--- src/logic/trs_dbg_pkg.sv ---
package trs_dbg_pkg;

  // data byte on SPI or on the computer bus
  typedef logic [7:0] byte_t;

  // computer address space
  typedef logic [15:0] addr_t;

  // breakpoint slot number, at most 8 slots
  typedef logic [2:0] bp_idx_t;

  // host command codes, gaps are commands this core does not implement
  typedef enum logic [7:0] {
    CMD_GET_COOKIE          = 8'd0,
    CMD_BRAM_POKE           = 8'd1,
    CMD_BRAM_PEEK           = 8'd2,
    CMD_SET_BREAKPOINT      = 8'd6,
    CMD_CLEAR_BREAKPOINT    = 8'd7,
    CMD_ENABLE_BREAKPOINTS  = 8'd11,
    CMD_DISABLE_BREAKPOINTS = 8'd12,
    CMD_GET_VERSION         = 8'd15
  } cmd_e;

  // identity reply for get_cookie
  localparam byte_t COOKIE = 8'haf;

  // version reply byte is {major, minor}
  localparam logic [2:0] VERSION_MAJOR = 3'd0;
  localparam logic [4:0] VERSION_MINOR = 5'd3;

  // defaults for the top level parameters
  localparam int DEF_RAM_ADDR_W = 15; // 32 KiB window
  localparam int DEF_NUM_BP     = 8;  // 1 to 8

endpackage
--- src/logic/bp_slot.sv ---
module bp_slot #(
  parameter trs_dbg_pkg::bp_idx_t SLOT = '0
) (
  input  logic                 clk,
  input  logic                 rst,
  input  logic                 bp_set,
  input  logic                 bp_clear,
  input  trs_dbg_pkg::bp_idx_t bp_sel,
  input  trs_dbg_pkg::addr_t   bp_addr,
  input  trs_dbg_pkg::addr_t   mem_addr,
  output logic                 hit
);
  import trs_dbg_pkg::*;

  addr_t bp_addr_q;
  logic  active;

  always_ff @(posedge clk) begin
    if (rst) begin
      active <= 1'b0;
    end else if (bp_sel == SLOT) begin
      if (bp_set) begin
        active <= 1'b1;
      end else if (bp_clear) begin
        active <= 1'b0;
      end
    end
  end

  always_ff @(posedge clk) begin
    if (bp_set && (bp_sel == SLOT)) begin
      bp_addr_q <= bp_addr;
    end
  end

  assign hit = active && (mem_addr == bp_addr_q); // full 16-bit compare

endmodule

--- config.mk ---
export PLATFORM = sky130hd
export DESIGN_NAME = bp_slot
export DESIGN_NICKNAME = d
export VERILOG_FILES = /design/src/logic/trs_dbg_pkg.sv /design/src/logic/bp_slot.sv
export SDC_FILE = /design/constraint.sdc
export NUM_CORES = 1
export LEC_CHECK = 0
export BUFFER_PORTS_ARGS = -buffer_cell sky130_fd_sc_hd__buf_4
export CAP_MARGIN = 20
export CELL_PAD_IN_SITES_DETAIL_PLACEMENT = 1
export CELL_PAD_IN_SITES_GLOBAL_PLACEMENT = 2
export CORE_AREA = 2 2 59 61
export DETAILED_ROUTE_END_ITERATION = 16
export DIE_AREA = 0 0 61 63
export PLACE_DENSITY = 0.77
export SETUP_SLACK_MARGIN = 0.3
export SLEW_MARGIN = 40
export SYNTH_ARGS = -nofsm -noshare
export SYNTH_HDL_FRONTEND = slang
export SYNTH_SLANG_ARGS = --single-unit
--- constraint.sdc ---
create_clock -name clk -period 1.3 [get_ports clk]
set_clock_uncertainty 0.05 [all_clocks]
set_input_delay 0.13 -clock clk [delete_from_list [all_inputs] [get_ports clk]]
set_output_delay 0.13 -clock clk [all_outputs]
set_load 0.02 [all_outputs]
==> flow_metrics.tcl <==
set metrics [dict create \
    status "finished, violations left" \
    violations "setup timing" \
    synthCells 44 \
    synth_top_area_share 0.681 \
    cts_tree "built" \
    grt_start_max_net_pins 18 \
    drv_cap 0 \
    relSlewSlack 0.843 \
    setup_ws_ns -0.545 \
    gp_congestion 0.714 \
    netlist_area_um2 706 \
    hold_viol_final 0 \
    setup_viol 1 \
    dr_total_vias 553 \
    cts_root_buf "clkbuf_4" \
    die-area_mm2 0.00384 \
    endpoint_kind "output port" \
    core_mm2 0.00323 \
    clkLatencyLatePin_ns 0.29 \
    rr_worst_depth 2 \
    worstSetupPathType "flop to output port" \
    slew_viol_final 0 \
    synth.distinct_cells 12 \
    drive_gt1_frac 0.442 \
    yosys_warnings 0 \
    clkTransAtPathRegs_ns 0.10 \
    grt_pass1_vias 647 \
    avgSynthCellArea_um2 16.0 \
    portBuffers 39 \
    synth-seq-cells 17 \
    whs_path_depth 4 \
    required_ns 1.12 \
    grt_pass1_wl_um 2630 \
    ios 40 \
    min_path_type "input pin to flop" \
    fin_nets 144 \
    final_area_mm2 0.00127 \
    drtIter0Drc 5 \
    fin_crit_sh 1.42 \
    cpPeakStageDelay_ns 0.39 \
    post_dp_cell_area_mm2 0.00107 \
    first_pass_iters 3 \
    grt_usage 0.0945 \
    num_rows 21 \
    dp_hpwl_um 1170 \
    clockBufferDepth 2 \
    critPathMaxFanout 1 \
    nFillCells 355 \
    ys_top_cells_by_area "edfxtp_1 68%, xnor2_1 15%, xor2_1 5.0%" \
    fmax_ghz 0.542 \
    drt-wirelength-per-cell_um 10.5 \
    post-cts-setup-buffers 0 \
    worst-path-buf-inv 1 \
    syn-num-nets 83 \
    powerDensity_mw_per_mm2 860 \
    total_power_mw 1.09 \
    crit_chain "xor2_1, nor4_2, nand4_1, nor4_4, buf_4" \
    crit_arrival_ns 1.66 \
    final_common_cell "buf_4" \
    clkSinkCount 17 \
    htreeDepth 1 \
    die_h_um 63 \
    yosysSeqAreaShare 0.709 \
    area_growth_pct 80.1 \
    leakage_nw 0.498 \
    cts_buffers 3 \
    final_cell_mix "39 x buf_4, 17 x dlygate4sd3_1, 16 x edfxtp_1, 12 x xnor2_1, 4 x xor2_1" \
    ir_drop_mv 0.520 \
    max_slew.worst_pin.slew_ns 0.234 \
    die_x_um 61 \
    crit_slowest_cell "edfxtp_1" \
    start_util 0.218 \
    remaining_drc_errors 0 \
    vias_per_cell 3.69 \
    cpLargestDelayFamily "simple AND/OR/NAND/NOR gates" \
    yosys.area.top_type "edfxtp_1" \
    setup_tns_ns -0.545 \
    antenna_found_initial 0 \
    wl_um 1580 \
    fin_crit_ns 1.84 \
    rsz0062_at_grt "true" \
    drtAntennaViolNets 0 \
    start_kind "flop" \
    antenna_cells 0 \
    grt_overflow 0 \
    worst-path-stages 5 \
]
## worst paths after layout
kind / start / endpoint / slack (ns)
setup / recovery: bp_addr_q[8] / hit / -0.54
hold / removal: bp_clear / active / 0.11
setup reg to reg: active / active / 0.66
hold reg to reg: active / active / 0.47
## flip-flops by register name, indices dropped and copies added, names as in the netlist
register and cells:
active 1, bp_addr_q 16
## worst register-to-register path: cells and delay by family, from the launching register on
| kind | cells | cell delay [ns] |
|---|---|---|
| AND/OR/NAND/NOR | 1 | 0.05 |
| flip-flops | 1 | 0.33 |
| AO/OA/AOI/OAI | 1 | 0.12 |
## cells by family (layout without fill, tap and decap cells)
group                     Yosys count  count (layout)  synth area share
and+or+nand+nor                    10              10            0.0851
xor gates and xnor gates           16              16             0.199
DFF                                17              17             0.709
buffers and inverters               0              60                 0
AOI/OAI and AO/OA                   1               1           0.00709
## routing by layer
| layer | track usage | vias up | wire length, um |
|---|---|---|---|
| met4 | 0.0408 | 0 | 14 |
| met5 | 0 | - | 0 |
| li1 | - | 281 | - |
| met2 | 0.177 | 24 | 921 |
| met1 | 0.0955 | 246 | 537 |
| met3 | 0.0186 | 2 | 106 |
## where the power goes
group | internal (mW) | switching (mW) | total (mW)
logic | 0.132 | 0.0493 | 0.181
clock network | 0.114 | 0.174 | 0.288
registers | 0.616 | 0.00709 | 0.624
## layout make-up
class,instances,area [um2],share of cell area
clock buffers,3,22.5,0.0177
clock inverters,1,5.00,0.00394
multi-input cells,27,223,0.175
flip-flops and latches,17,500,0.394
well taps,46,57.6,0.0453
repair buffers,56,463,0.364
## metrics by stage
step	hold WS [ns]	setup WS, ns	utilization	instances
after CTS	0.102	-0.605	0.393	150
after floorplan	0.152	-0.0769	-	44
final	0.106	-0.545	0.393	150
after global placement	0.238	-0.221	0.330	129
after detailed placement	0.241	-0.313	0.330	129
after global routing	0.126	-0.694	0.393	150
## synth_stat cells
master and number:
nor4_2 1, a21oi_1 1, nor3_1 1, nor2_1 1, xor2_1 4, dfxtp_1 1, nor4_1 1, edfxtp_1 16
and2_1 1, nand2_1 2, nand4_1 3, xnor2_1 12
## what timing repair did
item                                    CTS  global route
hold buffers                             17             0
gates resized for setup                   1             0
endpoints found under the hold margin    17             0
pin swaps                                 1             1
endpoints found under the setup margin    1             1
Power figures use the tool's default switching activity.
