[src/logic/trs_dbg_pkg.sv]
package trs_dbg_pkg;

  // data byte on SPI or on the computer bus
  typedef logic [7:0] byte_t;

  // computer address space
  typedef logic [15:0] addr_t;

  // breakpoint slot number, at most 8 slots
  typedef logic [2:0] bp_idx_t;

  // host command codes, gaps are commands this core does not implement
  typedef enum logic [7:0] {
    CMD_GET_COOKIE          = 8'd0,
    CMD_BRAM_POKE           = 8'd1,
    CMD_BRAM_PEEK           = 8'd2,
    CMD_SET_BREAKPOINT      = 8'd6,
    CMD_CLEAR_BREAKPOINT    = 8'd7,
    CMD_ENABLE_BREAKPOINTS  = 8'd11,
    CMD_DISABLE_BREAKPOINTS = 8'd12,
    CMD_GET_VERSION         = 8'd15
  } cmd_e;

  // identity reply for get_cookie
  localparam byte_t COOKIE = 8'haf;

  // version reply byte is {major, minor}
  localparam logic [2:0] VERSION_MAJOR = 3'd0;
  localparam logic [4:0] VERSION_MINOR = 5'd3;

  // defaults for the top level parameters
  localparam int DEF_RAM_ADDR_W = 15; // 32 KiB window
  localparam int DEF_NUM_BP     = 8;  // 1 to 8

endpackage
[src/logic/bp_halt_ctrl.sv]
module bp_halt_ctrl #(
  parameter int NUM_BP = trs_dbg_pkg::DEF_NUM_BP
) (
  input  logic                 clk,
  input  logic                 rst,
  input  logic [NUM_BP-1:0]    hit,
  input  logic                 bp_enable,
  input  logic                 mem_rd,
  input  logic                 mem_wr,
  input  trs_dbg_pkg::addr_t   mem_addr,
  input  logic                 brk_ack,
  output logic                 access_pulse,
  output logic                 go,
  output logic                 mem_wait,
  output logic                 brk_req,
  output trs_dbg_pkg::bp_idx_t brk_idx
);
  import trs_dbg_pkg::*;

  typedef enum logic [1:0] {ST_RUN, ST_WAIT_ACK, ST_WAIT_RELEASE} state_e;

  state_e     state;
  logic       rd_s;
  logic       wr_s;
  logic       stb_d;
  logic       strobe_edge;
  logic [1:0] ack_s;  // host ack is asynchronous
  logic       halt;
  bp_idx_t    first_hit;

  // lowest numbered slot wins
  always_comb begin
    first_hit = '0;
    for (int i = NUM_BP - 1; i >= 0; i--) begin
      if (hit[i]) begin
        first_hit = bp_idx_t'(i);
      end
    end
  end

  always_ff @(posedge clk) begin
    if (rst) begin
      rd_s         <= 1'b0;
      wr_s         <= 1'b0;
      stb_d        <= 1'b0;
      access_pulse <= 1'b0;
      ack_s        <= '0;
    end else begin
      rd_s         <= mem_rd;
      wr_s         <= mem_wr;
      stb_d        <= rd_s | wr_s;
      access_pulse <= strobe_edge;
      ack_s        <= {ack_s[0], brk_ack};
    end
  end

  assign strobe_edge = (rd_s | wr_s) & ~stb_d;

  // only reads inside the ram window stop the bus
  assign halt = access_pulse && rd_s && mem_addr[15] && bp_enable && (|hit);

  always_ff @(posedge clk) begin
    if (rst) begin
      state   <= ST_RUN;
      brk_idx <= '0;
    end else begin
      case (state)
        ST_RUN: begin
          if (halt) begin
            state   <= ST_WAIT_ACK;
            brk_idx <= first_hit;
          end
        end
        ST_WAIT_ACK: begin
          if (ack_s[1]) begin
            state <= ST_WAIT_RELEASE;
          end
        end
        ST_WAIT_RELEASE: begin
          if (!ack_s[1]) begin
            state <= ST_RUN;
          end
        end
        default: state <= ST_RUN;
      endcase
    end
  end

  assign brk_req  = (state == ST_WAIT_ACK);
  assign mem_wait = (state != ST_RUN);
  assign go       = ((state == ST_RUN) && access_pulse && !halt) ||
                    ((state == ST_WAIT_RELEASE) && !ack_s[1]); // held read resumes

endmodule

[config.mk]
export PLATFORM = sky130hd
export DESIGN_NAME = bp_halt_ctrl
export DESIGN_NICKNAME = d
export VERILOG_FILES = /design/src/logic/trs_dbg_pkg.sv /design/src/logic/bp_halt_ctrl.sv
export SDC_FILE = /design/constraint.sdc
export NUM_CORES = 1
export LEC_CHECK = 0
export BUFFER_PORTS_ARGS = -buffer_cell sky130_fd_sc_hd__buf_2
export CORE_AREA = 2 2 39 41
export CTS_CLUSTER_DIAMETER = 60
export DETAILED_ROUTE_END_ITERATION = 10
export DIE_AREA = 0 0 41 43
export HOLD_SLACK_MARGIN = 0.05
export MAX_ROUTING_LAYER = met4
export PLACE_DENSITY = 0.71
export SYNTH_ARGS = -nofsm -noshare
export SYNTH_HDL_FRONTEND = slang
export SYNTH_SLANG_ARGS = --single-unit
export TNS_END_PERCENT = 20
[constraint.sdc]
create_clock -name clk -period 2.5 [get_ports clk]
set_input_delay 0.375 -clock clk [delete_from_list [all_inputs] [get_ports clk]]
set_output_delay 0.375 -clock clk [all_outputs]
set_load 0.02 [all_outputs]
==> metrics.md <==
| Metric | Value |
|---|---|
| Status | finished, final reports clean |
| Hold depth | 2 |
| Worst Tran Pin Value | 0.3320 ns |
| Syn avg cell area | 9.175 µm² |
| Max cap viols | 0 |
| Synth Net Count | 81 |
| First drt pass iteration count | 1 |
| Crit path arrival time | 1.57 ns |
| Clock Sinks | 11 |
| GRT Total Usage | 12.32% |
| FF-to-FF path depth | 4 |
| Synth warn | 0 |
| Post-CTS Setup Inserts | 0 |
| Starting Density | 33.82% |
| Flop-to-flop setup slack | 1.30 ns |
| CTS max path bufs | 2 |
| Post-detail-place hpwl | 688.3 µm |
| Vias | 433 |
| Pins Over Slew Limit | 0 |
| Post-synthesis instance total | 51 |
| Setup TNS | 0 ns |
| R2R Path End | brk_idx[0] |
| Resize count post-CTS | 0 |
| Routed vias/inst | 4.758 |
| Pleak | 0.0002881 µW |
| DRC Markers | 0 |
| Root Buffer | clkbuf_4 |
| Share of layout cells above drive strength 1 | 40.00% |
| RSZ-0062 raised after global routing | false |
| GRT Residual Overflow | 0 |
| Ys async rst share | 0% |
| CTS tree | yes |
| TritonCTS Buffers | 3 |
| Clk_lat worst skew | 0.27 ns |
| Die Wd | 41 µm |
| Total power | 339.8 µW |
| IO buf count | 21 |
| Worst Skew | 0.002311 ns |
| Fmax | 513.4 MHz |
| Ys flop type | dfxtp_1 |
| Synthesized area | 467.9 µm² |
| CP required | 2.12 ns |
| Site Rows | 14 |
| Worst Hold Class | primary input to register |
| Final setup violating endpoints | 0 |
| Post-DR wirelength/cell | 9.714 µm |
| GP Congestion | 0.6721 |
| Post-synth EDFFs | 0 |
| Power Dens Cells | 550.8 nW/µm² |
| Vias in the first global route | 362 |
| Worst-path maximum fanout | 3 |
| Crit share post-route | 77.92% |
| Hold Buf Count CTS | 0 |
| Startpoint types | primary input |
| H-tree Lvls | 1 |
| Final Hold Vio Count | 0 |
| First DRT Iteration DRCs | 0 |
| Crit Reg-Reg Startpoint | state[1] |
| Largest net degree at the start of global routing | 12 |
| Cell variety after synth | 23 |
| Worst hold start | mem_rd |
| Core ar. | 1384 µm² |
| Sequential area share after synthesis | 47.06% |
| First-pass GRT wire length | 1.386 mm |
| Die area | 1763 µm² |
| Reg clk slew, reported paths | 0.07 ns |
| Final min period | 1.948 ns |
| Antenna violations before repair | 0 |
| Critical Path Sink Type | primary output |
| CP Launch Point | hit[6] |
| Maximum vdd drop | 0.2580 mV |
| # nets final | 106 |
| Headroom to the max-slew limit | 77.79% |
| DRT antenna net count | 0 |
| P&R area growth vs syn | 31.82% |
| Synthesized flop and latch total | 11 |
| Die Height | 43 µm |
| Post-Route WL | 884 µm |
| IO Pins | 37 |
| WHS Endpoint | rd_s |
| Crit Path Class | primary input to primary output |
| # diodes | 0 |
worst max-delay path, cell delays in order:
cell	delay, ns
buf_2	0.11
or4_1	0.58
o21ai_0	0.20
a31o_2	0.17
buf_2	0.15
cell usage after synthesis, drive strengths merged (2+ instances only):
master,count,area share (%)
nand2b,2,2.7
dfxtp,11,47
nor2b,6,8.0
nor2,7,5.6
a21oi,3,3.2
nor3,3,3.2
o21ai,2,2.1
and2b,2,3.5
or4,2,4.0
nand2,2,1.6
routing by layer:
| metal | global-route usage [%] | share of wire (%) | routed length (µm) |
|---|---|---|---|
| met3 | 6.283 | 8.9 | 79 |
| met5 | - | 0 | 0 |
| met2 | 19.69 | 46 | 407 |
| met4 | 6.000 | 1.7 | 15 |
| met1 | 11.48 | 43 | 382 |
worst max path at each step:
stage,endpoint,depth (start not counted)
after floorplan,go,3
after global placement,go,5
after detailed placement,go,5
after CTS,go,5
after global routing,go,5
final,go,5
cells by family (layout without fill, tap and decap cells):
kind of cell	Yosys count	count (layout)	share of synthesized area, %
buffers and inverters	2	26	1.603
AO/OA/AOI/OAI	12	12	19.25
AND/OR/NAND/NOR	26	26	32.09
flip-flops	11	11	47.06
per-stage QoR:
step	setup slack, ns	hold slack, ns	utilization [%]	std cells	instance area (µm²)
after floorplan	0.7981	0.3763	-	51	467.9
after global placement	0.5737	0.3802	42.59	87	589.3
after detailed placement	0.5590	0.3890	42.59	87	589.3
after CTS	0.5624	0.2939	44.57	91	616.8
after global routing	0.5238	0.3041	44.57	91	616.8
final	0.5520	0.3091	44.57	91	616.8
state kept, by name (all words and copies together), names as in the netlist:
| signal | count |
|---|---|
| brk_idx | 3 |
| access_pulse | 1 |
| rd_s | 1 |
| stb_d | 1 |
| wr_s | 1 |
| ack_s | 2 |
| state | 2 |
layout by cell type (no fill, tap or decap):
| cell | count |
|---|---|
| a21o_2 | 1 |
| a21oi_1 | 3 |
| a311oi_1 | 1 |
| a31o_2 | 1 |
| and2b_1 | 1 |
| and2b_2 | 1 |
| and4_1 | 1 |
| buf_2 | 21 |
| clkbuf_4 | 3 |
| clkinv_2 | 1 |
| dfxtp_1 | 11 |
| inv_1 | 1 |
| nand2_1 | 2 |
| nand2b_1 | 2 |
| nor2_1 | 7 |
| nor2b_1 | 6 |
| nor3_1 | 3 |
| nor3b_1 | 1 |
| o211a_1 | 1 |
| o211ai_2 | 1 |
| o21ai_0 | 2 |
| o21bai_1 | 1 |
| o311ai_1 | 1 |
| or4_1 | 1 |
| or4_4 | 1 |
power by group:
part / leakage [µW] / total (µW) / internal (µW) / switching (µW)
registers: 0.0000901 / 183 / 181 / 2.26
clock network: 0.0000177 / 122 / 59.3 / 62.6
logic: 0.000180 / 34.8 / 17.5 / 17.3
cell type report:
class | count | area [µm²]
clock buffer | 3 | 22.52
clock inverter | 1 | 5.005
fill | 144 | 767.0
inverter | 1 | 3.754
multi-input combinational | 38 | 240.2
sequential | 11 | 220.2
tap | 16 | 20.02
timing repair buffer | 21 | 105.1
Power figures use the tool's default switching activity.
