[config.mk]
export PLATFORM = sky130hd
export DESIGN_NAME = spi_target
export DESIGN_NICKNAME = d
export VERILOG_FILES = /design/src/logic/trs_dbg_pkg.sv /design/src/logic/spi_target.sv
export SDC_FILE = /design/constraint.sdc
export NUM_CORES = 1
export LEC_CHECK = 0
export BUFFER_PORTS_ARGS = -buffer_cell sky130_fd_sc_hd__buf_4
export CAP_MARGIN = 15
export CORE_MARGIN = 2
export CORE_UTILIZATION = 45
export DETAILED_ROUTE_END_ITERATION = 8
export PLACE_DENSITY_LB_ADDON = 0.25
export SKIP_CTS_REPAIR_TIMING = 1
export SLEW_MARGIN = 30
export SYNTH_ARGS = -nofsm -noshare
export SYNTH_HDL_FRONTEND = slang
export SYNTH_SLANG_ARGS = --single-unit
[constraint.sdc]
create_clock -name clk -period 2.09 [get_ports clk]
set_clock_uncertainty 0.1 [all_clocks]
set_input_delay 0.418 -clock clk [delete_from_list [all_inputs] [get_ports clk]]
set_output_delay 0.418 -clock clk [all_outputs]
set_load 0.02 [all_outputs]
[src/logic/trs_dbg_pkg.sv]
package trs_dbg_pkg;

  // data byte on SPI or on the computer bus
  typedef logic [7:0] byte_t;

  // computer address space
  typedef logic [15:0] addr_t;

  // breakpoint slot number, at most 8 slots
  typedef logic [2:0] bp_idx_t;

  // host command codes, gaps are commands this core does not implement
  typedef enum logic [7:0] {
    CMD_GET_COOKIE          = 8'd0,
    CMD_BRAM_POKE           = 8'd1,
    CMD_BRAM_PEEK           = 8'd2,
    CMD_SET_BREAKPOINT      = 8'd6,
    CMD_CLEAR_BREAKPOINT    = 8'd7,
    CMD_ENABLE_BREAKPOINTS  = 8'd11,
    CMD_DISABLE_BREAKPOINTS = 8'd12,
    CMD_GET_VERSION         = 8'd15
  } cmd_e;

  // identity reply for get_cookie
  localparam byte_t COOKIE = 8'haf;

  // version reply byte is {major, minor}
  localparam logic [2:0] VERSION_MAJOR = 3'd0;
  localparam logic [4:0] VERSION_MINOR = 5'd3;

  // defaults for the top level parameters
  localparam int DEF_RAM_ADDR_W = 15; // 32 KiB window
  localparam int DEF_NUM_BP     = 8;  // 1 to 8

endpackage
[src/logic/spi_target.sv]
module spi_target (
  input  logic               clk,
  input  logic               rst,
  input  logic               sck,
  input  logic               mosi,
  input  logic               cs_n,
  output logic               miso,
  output trs_dbg_pkg::byte_t rx_byte,
  output logic               rx_valid,
  output logic               frame_start,
  input  trs_dbg_pkg::byte_t tx_byte,
  input  logic               tx_load
);
  import trs_dbg_pkg::*;

  logic [2:0] sck_q;  // two sync flops plus one for edge detection
  logic [2:0] cs_q;
  logic [1:0] mosi_q;
  logic       sck_rise;
  logic       sck_fall;
  logic       cs_active;
  logic [2:0] bit_cnt;
  byte_t      rx_shift;
  byte_t      tx_shift;
  logic       miso_q;

  always_ff @(posedge clk) begin
    if (rst) begin
      sck_q <= '0;
      cs_q  <= '1; // deselected
    end else begin
      sck_q <= {sck_q[1:0], sck};
      cs_q  <= {cs_q[1:0], cs_n};
    end
  end

  always_ff @(posedge clk) begin
    mosi_q <= {mosi_q[0], mosi};
  end

  assign sck_rise    = (sck_q[2:1] == 2'b01);
  assign sck_fall    = (sck_q[2:1] == 2'b10);
  assign cs_active   = ~cs_q[1];
  assign frame_start = (cs_q[2:1] == 2'b10); // cs_n falling

  // receive side, mode 0 samples on rising sck
  always_ff @(posedge clk) begin
    if (rst) begin
      bit_cnt  <= '0;
      rx_valid <= 1'b0;
    end else begin
      rx_valid <= cs_active && sck_rise && (bit_cnt == 3'd7);
      if (!cs_active) begin
        bit_cnt <= '0;
      end else if (sck_rise) begin
        bit_cnt <= bit_cnt + 3'd1;
      end
    end
  end

  always_ff @(posedge clk) begin
    if (cs_active && sck_rise) begin
      rx_shift <= {rx_shift[6:0], mosi_q[1]}; // msb first
    end
  end

  assign rx_byte = rx_shift;

  // reply side, next bit goes out on falling sck
  always_ff @(posedge clk) begin
    if (rst) begin
      tx_shift <= '0;
      miso_q   <= 1'b0;
    end else if (tx_load) begin
      tx_shift <= tx_byte;
    end else if (!cs_active) begin
      tx_shift <= '0;
      miso_q   <= 1'b0; // idle low between frames
    end else if (sck_fall) begin
      miso_q   <= tx_shift[7];
      tx_shift <= {tx_shift[6:0], 1'b0};
    end
  end

  assign miso = miso_q;

endmodule

==> load_flow_metrics.sql <==
INSERT INTO impl_metrics (metric_group, metric, value, unit) VALUES
('outcome', 'status', 'finished, final reports clean', ''),
('final_layout', 'regArea', '660.6', 'µm²'),
('grt', 'gr-usage-met2', '20.07', '%'),
('cts', 'cts_tree', 'done', ''),
('grt', 'met1_usage', '18.45', '%'),
('grt', 'global_route.usage.met3', '7.442', '%'),
('cts', 'htree_levels', '2', ''),
('final_layout', 'most-common-layout-cells', 'sky130_fd_sc_hd__buf_4, sky130_fd_sc_hd__dfxtp_1, sky130_fd_sc_hd__edfxtp_1', ''),
('grt', 'initial_antenna_violation_count', '0', ''),
('grt', 'grt.overflow.total', '0', ''),
('routing', 'antenna_violating_nets_post_route', '0', ''),
('critical_path', 'endpoint_arrival_time_on_the_critical_path', '1.30', 'ns'),
('critical_path', 'rr_endpoint', 'rx_byte[7]', ''),
('die', 'num_io_pins', '25', ''),
('placement', 'place_hpwl', '1.297', 'mm'),
('die', 'core.rowCount', '18', ''),
('yosys', 'library_cell_with_the_largest_summed_area_after_synthesis', 'sky130_fd_sc_hd__dfxtp_1', ''),
('final_layout', 'final_net_count', '134', ''),
('sta', 'finalSetupViolCount', '0', ''),
('critical_path', 'critPathLaunchType', 'flip-flop', ''),
('die', 'initial_core_util', '48.00', '%'),
('placement', 'port-buffer-count', '24', ''),
('routing', 'vias_per_cell', '5.114', ''),
('yosys', 'synthArstFlopShare', '0', '%'),
('sta', 'report.final.slew_viol_count', '0', ''),
('pwr', 'leakage', '0.0005540', 'µW'),
('yosys', 'yosys_warnings', '0', ''),
('critical_path', 'timing.critical_path.from', 'cs_q[1]', ''),
('sta', 'least_margin_pin_slew', '0.6313', 'ns'),
('yosys', 'ys_types', '28', ''),
('sta', 'fraction_of_the_cycle_the_final_worst_path_needs', '86.99', '%'),
('sta', 'grt_setup_unrepaired', 'false', ''),
('cts', 'cts-buffers-inserted', '5', ''),
('yosys', 'synthesized_nets', '111', ''),
('grt', 'top_usage_layer_grt', 'met2', ''),
('die', 'floorplan.core_area', '2500', 'µm²'),
('routing', 'first_iter_violations', '10', ''),
('routing', 'wirelength', '1.903', 'mm'),
('final_layout', 'multi_input_logic_area', '460.4', 'µm²'),
('cts', 'clkSlewWorstSetupHoldPaths', '0.10', 'ns'),
('final_layout', 'syn2layout_area_growth', '19.92', '%'),
('grt', 'largest_net_degree_at_the_start_of_global_routing', '19', ''),
('yosys', 'edff_count_synth', '8', ''),
('critical_path', 'critical_path_class', 'reg2out', ''),
('worst_hold_path', 'min_path_type', 'in2reg', ''),
('sta', 'slew_headroom', '57.76', '%'),
('critical_path', 'ff2ff_path_depth', '2', ''),
('sta', 'period_needed', '1.818', 'ns'),
('yosys', 'part_of_the_yosys_area_used_for_sequential_elements', '55.06', '%'),
('critical_path', 'crit_path_end', 'frame_start', ''),
('final_layout', 'utilization', '57.56', '%'),
('yosys', 'yosys_register_bits', '29', ''),
('grt', 'globalRouteTotalUtil', '14.51', '%'),
('yosys', 'synth_top_area_share', '35.04', '%'),
('routing', 'drt_pass1_iterations', '4', ''),
('yosys', 'netlist_area', '1200', 'µm²'),
('die', 'die-height', '55.64', 'µm'),
('final_layout', 'layout_cell_share_with_drive_strength_beyond_1', '42.86', '%'),
('run', 'drv_cap', '0', ''),
('critical_path', 'r2r_setup_slack', '0.55', 'ns'),
('sta', 'fin_hold_ws', '0.08474', 'ns'),
('grt', 'grt_first_pass_wirelength', '3.443', 'mm'),
('critical_path', 'crit_required', '1.57', 'ns'),
('final_layout', 'n_antenna_cell', '0', ''),
('final_layout', 'layout.cells.most_common', 'sky130_fd_sc_hd__buf_4', ''),
('yosys', 'synth.top_cells.by_area', 'sky130_fd_sc_hd__dfxtp_1, sky130_fd_sc_hd__edfxtp_1, sky130_fd_sc_hd__nor3b_2', ''),
('yosys', 'netlist_instances', '95', ''),
('critical_path', 'worstReg2RegStart', 'sck_q[2]', ''),
('placement', 'gp_routability_congestion', '0.7127', ''),
('sta', 'totalNegativeSetupSlack', '0', 'ns'),
('critical_path', 'worst_setup_path_end_kind', 'output pin', '');
==> metrics by stage <==
stage	total power, µW	area (µm²)	worst slack (ns)	instances
after detailed placement	685.4	1350	0.5153	141
after floorplan	664.1	1200	0.6814	95
final	1150	1439	0.2719	149
after global routing	1195	1439	0.1737	149
after global placement	683.9	1350	0.5559	141
after CTS	1164	1439	0.2390	149
==> worst min path at each step <==
stage	startpoint	endpoint	slack [ns]	cells past startpoint
after CTS	mosi	mosi_q[0]	0.07	1
after global routing	mosi	mosi_q[0]	0.06	1
after floorplan	mosi_q[0]	mosi_q[1]	0.21	0
final	mosi	mosi_q[0]	0.08	1
after global placement	mosi_q[0]	mosi_q[1]	0.22	0
after detailed placement	mosi_q[0]	mosi_q[1]	0.22	0
==> routing by layer <==
| layer | part of all wire (%) | up-vias |
|---|---|---|
| met5 | 0 | - |
| met4 | 2.2 | 0 |
| met3 | 4.9 | 5 |
| met2 | 48 | 15 |
| met1 | 45 | 358 |
| li1 | - | 384 |
==> kinds of logic (layout without fill, tap and decap cells) <==
family	Yosys count	count (layout)	share of synthesized area [%]
muxes	2	2	1.668
and+or+nand+nor	42	42	27.01
DFF	29	29	55.06
xor gates and xnor gates	1	1	0.7301
buffers and inverters	10	34	6.568
adders and majority gates	2	2	2.085
AOI/OAI and AO/OA	9	9	6.882
==> cell usage after synthesis (2+ instances only) <==
library cell and instances:
sky130_fd_sc_hd__dfxtp_1 21, sky130_fd_sc_hd__or2_1 3, sky130_fd_sc_hd__nor3_1 7, sky130_fd_sc_hd__a221oi_1 6
sky130_fd_sc_hd__mux2i_1 2, sky130_fd_sc_hd__ha_1 2, sky130_fd_sc_hd__edfxtp_1 8, sky130_fd_sc_hd__nor3b_2 7
sky130_fd_sc_hd__buf_2 3, sky130_fd_sc_hd__nand2b_1 2, sky130_fd_sc_hd__buf_6 3, sky130_fd_sc_hd__nor2_1 5
sky130_fd_sc_hd__nor3_2 7, sky130_fd_sc_hd__nor2b_1 5
==> layout make-up <==
cell class | instances | share of cell area, %
Clock buffer | 6 | 3.565
Clock inverter | 2 | 2.609
Inverter | 1 | 0.2609
Multi-Input combinational cell | 56 | 32.00
Sequential cell | 29 | 45.91
Tap cell | 30 | 2.609
Timing Repair Buffer | 25 | 13.04
==> where the power goes <==
group,total (µW),switching (µW),internal (µW)
logic,70.2,32.2,37.9
registers,601,11.0,590
clock network,479,195,284
==> worst max-delay path, cell delays in order (launching register included) <==
cell and delay (ns):
sky130_fd_sc_hd__dfxtp_1 0.69, sky130_fd_sc_hd__nor2b_1 0.11, sky130_fd_sc_hd__buf_4 0.18
==> sequential cells by signal (all words and copies together), names as in the netlist <==
| register | flops |
|---|---|
| bit_cnt | 3 |
| sck_q | 3 |
| mosi_q | 2 |
| rx_valid | 1 |
| miso | 1 |
| rx_byte | 8 |
| cs_q | 3 |
| tx_shift | 8 |
(Power assumes the default switching activity.)
