## src/logic/trs_dbg_pkg.sv

```systemverilog
package trs_dbg_pkg;

  // data byte on SPI or on the computer bus
  typedef logic [7:0] byte_t;

  // computer address space
  typedef logic [15:0] addr_t;

  // breakpoint slot number, at most 8 slots
  typedef logic [2:0] bp_idx_t;

  // host command codes, gaps are commands this core does not implement
  typedef enum logic [7:0] {
    CMD_GET_COOKIE          = 8'd0,
    CMD_BRAM_POKE           = 8'd1,
    CMD_BRAM_PEEK           = 8'd2,
    CMD_SET_BREAKPOINT      = 8'd6,
    CMD_CLEAR_BREAKPOINT    = 8'd7,
    CMD_ENABLE_BREAKPOINTS  = 8'd11,
    CMD_DISABLE_BREAKPOINTS = 8'd12,
    CMD_GET_VERSION         = 8'd15
  } cmd_e;

  // identity reply for get_cookie
  localparam byte_t COOKIE = 8'haf;

  // version reply byte is {major, minor}
  localparam logic [2:0] VERSION_MAJOR = 3'd0;
  localparam logic [4:0] VERSION_MINOR = 5'd3;

  // defaults for the top level parameters
  localparam int DEF_RAM_ADDR_W = 15; // 32 KiB window
  localparam int DEF_NUM_BP     = 8;  // 1 to 8

endpackage
```

## src/logic/cmd_decoder.sv

```systemverilog
module cmd_decoder #(
  parameter int RAM_ADDR_W = trs_dbg_pkg::DEF_RAM_ADDR_W
) (
  input  logic                  clk,
  input  logic                  rst,
  input  trs_dbg_pkg::byte_t    rx_byte,
  input  logic                  rx_valid,
  input  logic                  frame_start,
  input  trs_dbg_pkg::byte_t    host_rdata,
  output trs_dbg_pkg::byte_t    tx_byte,
  output logic                  tx_load,
  output logic                  host_en,
  output logic                  host_we,
  output logic [RAM_ADDR_W-1:0] host_addr,
  output trs_dbg_pkg::byte_t    host_wdata,
  output logic                  bp_set,
  output logic                  bp_clear,
  output trs_dbg_pkg::bp_idx_t  bp_sel,
  output trs_dbg_pkg::addr_t    bp_addr,
  output logic                  bp_enable
);
  import trs_dbg_pkg::*;

  typedef enum logic {ST_IDLE, ST_READ_PARAMS} state_e;

  state_e     state;
  cmd_e       cmd;
  byte_t      params [3];
  logic [1:0] n_params;  // parameter count of the incoming command byte
  logic [1:0] n_left;
  logic [1:0] p_idx;
  logic       fire;      // one-cycle action strobe
  logic       skip;      // next byte only clocks the reply out
  logic       peek_rdy;
  logic       has_reply;
  addr_t      ram_addr;

  always_comb begin
    case (cmd_e'(rx_byte))
      CMD_BRAM_POKE:        n_params = 2'd3;
      CMD_SET_BREAKPOINT:   n_params = 2'd3;
      CMD_BRAM_PEEK:        n_params = 2'd2;
      CMD_CLEAR_BREAKPOINT: n_params = 2'd1;
      default:              n_params = 2'd0;
    endcase
  end

  assign has_reply = (cmd == CMD_GET_COOKIE) || (cmd == CMD_GET_VERSION) ||
                     (cmd == CMD_BRAM_PEEK);

  always_ff @(posedge clk) begin
    if (rst) begin
      state  <= ST_IDLE;
      cmd    <= CMD_GET_COOKIE;
      n_left <= '0;
      p_idx  <= '0;
      fire   <= 1'b0;
      skip   <= 1'b0;
    end else begin
      fire <= 1'b0;
      if (frame_start) begin
        state <= ST_IDLE;
        skip  <= 1'b0;
      end else if (rx_valid) begin
        case (state)
          ST_IDLE: begin
            if (skip) begin
              skip <= 1'b0;
            end else begin
              cmd    <= cmd_e'(rx_byte);
              n_left <= n_params;
              p_idx  <= '0;
              if (n_params == 2'd0) begin
                fire <= 1'b1;
              end else begin
                state <= ST_READ_PARAMS;
              end
            end
          end
          ST_READ_PARAMS: begin
            p_idx  <= p_idx + 2'd1;
            n_left <= n_left - 2'd1;
            if (n_left == 2'd1) begin // last parameter
              fire  <= 1'b1;
              state <= ST_IDLE;
            end
          end
          default: state <= ST_IDLE;
        endcase
      end else if (fire && has_reply) begin
        skip <= 1'b1;
      end
    end
  end

  always_ff @(posedge clk) begin
    if (rx_valid && (state == ST_READ_PARAMS)) begin
      params[p_idx] <= rx_byte;
    end
  end

  always_ff @(posedge clk) begin
    if (rst) begin
      bp_enable <= 1'b0;
      peek_rdy  <= 1'b0;
    end else begin
      peek_rdy <= fire && (cmd == CMD_BRAM_PEEK); // ram data valid next cycle
      if (fire && (cmd == CMD_ENABLE_BREAKPOINTS)) begin
        bp_enable <= 1'b1;
      end else if (fire && (cmd == CMD_DISABLE_BREAKPOINTS)) begin
        bp_enable <= 1'b0;
      end
    end
  end

  // poke/peek params are addr lo, addr hi, data
  assign ram_addr   = {params[1], params[0]};
  assign host_addr  = ram_addr[RAM_ADDR_W-1:0];
  assign host_wdata = params[2];
  assign host_en    = fire && ((cmd == CMD_BRAM_POKE) || (cmd == CMD_BRAM_PEEK));
  assign host_we    = fire && (cmd == CMD_BRAM_POKE);

  // set params are slot, addr lo, addr hi
  assign bp_set   = fire && (cmd == CMD_SET_BREAKPOINT);
  assign bp_clear = fire && (cmd == CMD_CLEAR_BREAKPOINT);
  assign bp_sel   = params[0][2:0];
  assign bp_addr  = {params[2], params[1]};

  assign tx_load = peek_rdy || (fire && has_reply && (cmd != CMD_BRAM_PEEK));

  always_comb begin
    if (peek_rdy) begin
      tx_byte = host_rdata;
    end else if (cmd == CMD_GET_VERSION) begin
      tx_byte = {VERSION_MAJOR, VERSION_MINOR};
    end else begin
      tx_byte = COOKIE;
    end
  end

endmodule

```

## config.mk

```make
export PLATFORM = sky130hd
export DESIGN_NAME = cmd_decoder
export DESIGN_NICKNAME = d
export VERILOG_FILES = /design/src/logic/trs_dbg_pkg.sv /design/src/logic/cmd_decoder.sv
export SDC_FILE = /design/constraint.sdc
export NUM_CORES = 1
export LEC_CHECK = 0
export BUFFER_PORTS_ARGS = -buffer_cell sky130_fd_sc_hd__buf_2
export CAP_MARGIN = 20
export CORE_UTILIZATION = 30
export CTS_CLUSTER_DIAMETER = 60
export DETAILED_ROUTE_END_ITERATION = 6
export PLACE_DENSITY = 0.57
export SLEW_MARGIN = 5
export SYNTH_ARGS = -nofsm -noshare
export SYNTH_HDL_FRONTEND = slang
export SYNTH_SLANG_ARGS = --single-unit
```

## constraint.sdc

```tcl
create_clock -name clk -period 1.9 [get_ports clk]
set_input_delay 0.475 -clock clk [delete_from_list [all_inputs] [get_ports clk]]
set_output_delay 0.475 -clock clk [all_outputs]
set_load 0.02 [all_outputs]
```

==> flow_summary.json, run 1 <==
{
  "status": "finished, violations left",
  "violations": "setup timing",
  "worst-setup-path-type": "flop to primary output",
  "worst_pin_slew_ns": 0.716,
  "layout-drive-gt1-share": 0.454,
  "synth_area_um2": 1810,
  "seq_area_frac_synth": 0.585,
  "rr_endpoint": "n_left[1]",
  "leakage_nw": 1.02,
  "hold_end": "skip",
  "cts_root_buffer": "clkbuf_8",
  "fin_ws_ns": -0.170,
  "power.clock.fraction": 0.379,
  "ioPinCount": 76,
  "placedInstanceArea_um2": 2230,
  "p_int_mw": 1.40,
  "seqPwrFrac": 0.544,
  "finalNetCount": 274,
  "dp_hpwl_um": 2870,
  "combPwrFrac": 0.077,
  "dieArea_um2": 6360,
  "ir_drop_mv": 0.319,
  "coreArea_um2": 5680,
  "netSwitchingFraction": 0.207,
  "min_period_ns": 2.07,
  "drt_iter0_drc": 29,
  "final_area_um2": 2450,
  "end_kind": "primary output",
  "path_cells": "nor4_4, buf_4, and2_4, nand2_2, a21oi_2, buf_4",
  "numPortBuffers": 75,
  "antenna_cells": 0,
  "synth_edf_count": 24,
  "drv_cap": 0,
  "wirelength_um": 3770,
  "dpl.cell_count": 314,
  "synth_warnings": 0,
  "detail-route-antenna-nets": 0,
  "finalSetupTns_ns": -1.12,
  "critPathRequiredTime_ns": 1.42,
  "crit_path_frequent_cell": "buf_4",
  "numCtsBuffers": 5,
  "cts_tree": "done",
  "chipWidth_um": 79.7,
  "min-delay-start": "frame_start",
  "min_path_cells": 2,
  "max_slew_margin": 0.518,
  "reg2reg_depth": 3,
  "post-route-drc-count": 0,
  "grtUsageTotal": 0.122,
  "gp_congestion": 0.757,
  "period_share": 1.09,
  "power_switching_mw": 0.366,
  "synth_cell_types": 32,
  "row_count": 27,
  "yosys_register_bits": 41,
  "grt_max_degree": 18,
  "hold_violations": 0,
  "slew_violations": 0,
  "fmax_ghz": 0.483,
  "final_cell_mix": "buf_2, nand2_1, edfxtp_1, buf_4",
  "area_delta_synth_final_pct": 35.0,
  "avgSynthCellArea_um2": 10.4,
  "routed-via-count": 1472,
  "firstDrtPassIters": 4,
  "crit_path_start_kind": "flop",
  "overflow": 0,
  "htree_levels": 2,
  "worstPathArrival_ns": 1.59,
  "die_y_um": 79.7,
  "via_per_inst": 4.56,
  "final_cells": 323,
  "wire_per_inst_um": 11.7,
  "slowest_delay_ns": 0.34,
  "synthCells": 175,
  "syn_nets": 199,
  "final_common_cell": "buf_2",
  "slowest_stage": "dfxtp_2",
  "rsz0062_at_grt": "true",
  "finClkSkew_ns": 0.00240,
  "setup_viol": 9,
  "antenna_found_initial": 0,
  "hp-class": "primary input to flop",
  "postLayoutCoreUtil": 0.431,
  "initial_core_util": 0.319,
  "total_power_mw": 1.77,
  "synthArstFlopShare": 0,
  "cts_buffer_depth": 2,
  "p_per_area_nw_per_um2": 724,
  "cp_max_fo": 3,
  "clk_latency_ns": 0.28,
  "critPathTopFamily": "simple AND/OR/NAND/NOR gates",
  "synth-main-ff-cell": "edfxtp_1",
  "cts_hold_buffers": 0,
  "reg2reg_from": "state",
  "grt_pass1_vias": 1289,
  "rrSetupSlack_ns": 0.39,
  "clkSlewWorstSetupHoldPaths_ns": 0.07,
  "cts.sinks": 41,
  "cp_num_buf_inv": 2,
  "grt_pass1_wl_um": 5960
}
-- power by group through the flow --
| stage | clock network [mW] | registers, mW | logic, mW |
|---|---|---|---|
| floorplan | 0 | 0.978 | 0.0563 |
| global placement | 0 | 0.980 | 0.121 |
| detailed placement | 0 | 0.980 | 0.122 |
| CTS | 0.688 | 0.963 | 0.132 |
| global route | 0.729 | 0.964 | 0.152 |
| finish | 0.671 | 0.963 | 0.137 |
-- per-stage QoR --
stage,hold WS (ns),worst slack (ns)
detailed placement,0.452,-0.0774
floorplan,0.436,0.113
finish,0.412,-0.170
global placement,0.448,-0.0734
CTS,0.401,-0.177
global route,0.403,-0.246
-- sequential cells by signal, summed over array words and instances, names as in the netlist --
name / flops
bp_enable: 1
cmd: 8
fire: 1
n_left: 2
p_idx: 2
params: 24
peek_rdy: 1
skip: 1
state: 1
-- cells by family (layout without fill, tap and decap cells) --
group / after synthesis / count (layout) / synth area share
compound gates: 30 / 30 / 0.102
fa+ha+maj: 4 / 4 / 0.0276
buf+inv: 34 / 110 / 0.108
flops: 41 / 41 / 0.585
simple gates: 66 / 66 / 0.177
-- area by class of cell --
| class | instances | area, um2 |
|---|---|---|
| Multi-Input combinational cell | 100 | 617 |
| Tap cell | 72 | 90.1 |
| Sequential cell | 41 | 1060 |
| Inverter | 12 | 45.0 |
| Fill cell | 563 | 3230 |
| Clock buffer | 6 | 72.6 |
| Clock inverter | 2 | 35.0 |
| Timing Repair Buffer | 90 | 524 |
-- repair_timing --
action | in CTS | in global routing
resized for setup | 23 | 7
hold endpoints to repair | 0 | 0
cloned | 0 | 0
setup endpoints to repair | 9 | 9
pin swaps | 6 | 4
buffers inserted | 0 | 2
-- cells in the mapped netlist (all sizes together), types with 4 or more instances --
master / count / area [um2]
nand2: 25 / 93.8
edfxtp: 24 / 721
a21oi: 19 / 95.1
buf: 18 / 135
dfxtp: 17 / 340
inv: 12 / 45.0
nor2: 9 / 33.8
nor3: 9 / 45.0
nand2b: 5 / 31.3
clkbuf: 4 / 15.0
ha: 4 / 50.1
-- worst max-delay path by stage --
stage,start,endpoint,slack [ns],cells past startpoint
2_1_floorplan,cmd[7],tx_byte[2],0.11,4
5_1_grt,cmd[7],host_en,-0.25,6
3_3_place_gp,rx_byte[5],n_left[1],-0.07,5
3_5_place_dp,rx_byte[5],n_left[1],-0.08,5
6_report,cmd[7],host_en,-0.17,6
4_1_cts,cmd[4],tx_load,-0.18,6
-- metal layers --
metal	global-route usage	wire (um)	up-vias
met1	0.158	1760	656
li1	-	-	736
met4	0.0268	17	0
met5	0	0	-
met2	0.198	1680	76
met3	0.0366	320	4
(Power assumes the default switching activity.)
==> inputs of run 2 (changes only) <==
--- a/config.mk
+++ b/config.mk
@@ -10,7 +10,6 @@
 export CORE_UTILIZATION = 30
 export CTS_CLUSTER_DIAMETER = 60
 export DETAILED_ROUTE_END_ITERATION = 6
-export PLACE_DENSITY = 0.57
 export SLEW_MARGIN = 5
 export SYNTH_ARGS = -nofsm -noshare
 export SYNTH_HDL_FRONTEND = slang
==> flow_summary.json, run 2 (synthesized netlist as in run 1, its figures left out) <==
{
  "coreArea_um2": 5680,
  "dieArea_um2": 6360,
  "cp_max_fo": 2,
  "ioPinCount": 76,
  "antenna_found_initial": 0,
  "cts_buffer_depth": 2,
  "grt_max_degree": 18,
  "overflow": 0,
  "die_y_um": 79.7,
  "seqPwrFrac": 0.527,
  "numCtsBuffers": 5,
  "initial_core_util": 0.319,
  "top_register": "params",
  "detail-route-antenna-nets": 0,
  "grtUsageTotal": 0.130,
  "power_switching_mw": 0.385,
  "finalNetCount": 276,
  "netSwitchingFraction": 0.210,
  "dp_hpwl_um": 2910,
  "grt_pass1_vias": 1319,
  "critPathTopFamily": "simple AND/OR/NAND/NOR gates",
  "path_cells": "nor4_4, buf_4, and2_4, buf_6, a21o_1, buf_6",
  "leakage_nw": 1.03,
  "crit_path_start_kind": "flop",
  "combPwrFrac": 0.076,
  "crit_path_frequent_cell": "buf_6",
  "area_delta_synth_final_pct": 36.5,
  "rsz0062_at_grt": "true",
  "end_kind": "primary output",
  "numPortBuffers": 75,
  "hold_violations": 0,
  "fin_ws_ns": -0.193,
  "row_count": 27,
  "worst-setup-path-type": "flop to primary output",
  "final_cell_mix": "buf_2, nand2_1, edfxtp_1, buf_4, a21oi_1",
  "status": "finished, violations left",
  "via_per_inst": 4.62,
  "wirelength_um": 3880,
  "critPathRequiredTime_ns": 1.42,
  "clkSlewWorstSetupHoldPaths_ns": 0.08,
  "whs_ns": 0.388,
  "period_share": 1.10,
  "slowest_delay_ns": 0.34,
  "drt_iter0_drc": 65,
  "final_common_cell": "buf_2",
  "chipWidth_um": 79.7,
  "layout-drive-gt1-share": 0.455,
  "max_slew_margin": 0.556,
  "min_period_ns": 2.09,
  "violations": "setup timing",
  "grt_pass1_wl_um": 6350,
  "drv_cap": 0,
  "gp_congestion": 0.748,
  "hp-class": "primary input to flop",
  "total_power_mw": 1.83,
  "antenna_cells": 0,
  "post-route-drc-count": 0,
  "cts_hold_buffers": 0,
  "clk_latency_ns": 0.29,
  "routed-via-count": 1501,
  "largest_reg_flops": 24,
  "slew_violations": 0,
  "cts.sinks": 41,
  "worstPathArrival_ns": 1.62,
  "p_per_area_nw_per_um2": 739,
  "cts_tree": "done",
  "cp_num_buf_inv": 3,
  "cts_root_buffer": "clkbuf_8",
  "wire_per_inst_um": 12.0,
  "slowest_stage": "dfxtp_2",
  "setup_viol": 9,
  "reg_top3": "params (24), cmd (8)",
  "worst_pin_slew_ns": 0.659,
  "power.clock.fraction": 0.397,
  "htree_levels": 2,
  "ir_drop_mv": 0.421,
  "fmax_ghz": 0.478,
  "p_int_mw": 1.44,
  "firstDrtPassIters": 7,
  "finClkSkew_ns": 0.00476,
  "finalSetupTns_ns": -1.33
}
[run 2: cell count changes in the layout (fill, tap and decap cells not counted), sizes merged]
cell	change
clkinv	-1
clkinvlp	+1
buf	+2
[run 2: path summary, 6_finish.rpt]
| check | startpoint | end | slack, ns | cells past startpoint |
|---|---|---|---|---|
| worst max-delay path | cmd[4] | tx_load | -0.19 | 6 |
| worst min-delay path | frame_start | skip | 0.39 | 2 |
| worst max register to register | cmd[4] | bp_enable | 0.31 | 6 |
| worst min register to register | cmd[4] | cmd[4] | 0.48 | 2 |
[run 2: metal layers]
metal,track usage,share of wire
met1,0.169,0.45
met5,0,0
met4,0.0429,0.011
met2,0.207,0.45
met3,0.0400,0.091
[run 2: repair_timing]
item,in CTS,in global routing
resized for setup,21,7
setup buffers,0,2
endpoints found under the setup margin,9,9
hold endpoints to repair,0,0
pin swaps,6,1
[run 2: area by class of cell]
cell class                 count  area [um2]
clock inverter                 2        37.5
sequential                    41        1060
clock buffer                   6        82.6
multi-input combinational    100         619
tap                           72        90.1
timing repair buffer          92         537
inverter                      12        45.0
fill                         544        3200
[run 2: through the flow]
step | instances | area (um2) | setup slack [ns] | util
floorplan | 175 | 1810 | 0.113 | -
global placement | 315 | 2240 | -0.0667 | 0.395
detailed placement | 315 | 2240 | -0.0705 | 0.395
CTS | 323 | 2440 | -0.173 | 0.430
global route | 325 | 2470 | -0.290 | 0.436
finish | 325 | 2470 | -0.193 | 0.436
[run 2: power by group through the flow]
stage | Combinational, mW | Sequential [mW] | Clock, mW
2_1_floorplan | 0.0563 | 0.978 | 0
3_3_place_gp | 0.121 | 0.980 | 0
3_5_place_dp | 0.123 | 0.980 | 0
4_1_cts | 0.133 | 0.962 | 0.741
5_1_grt | 0.156 | 0.965 | 0.782
6_report | 0.140 | 0.963 | 0.726
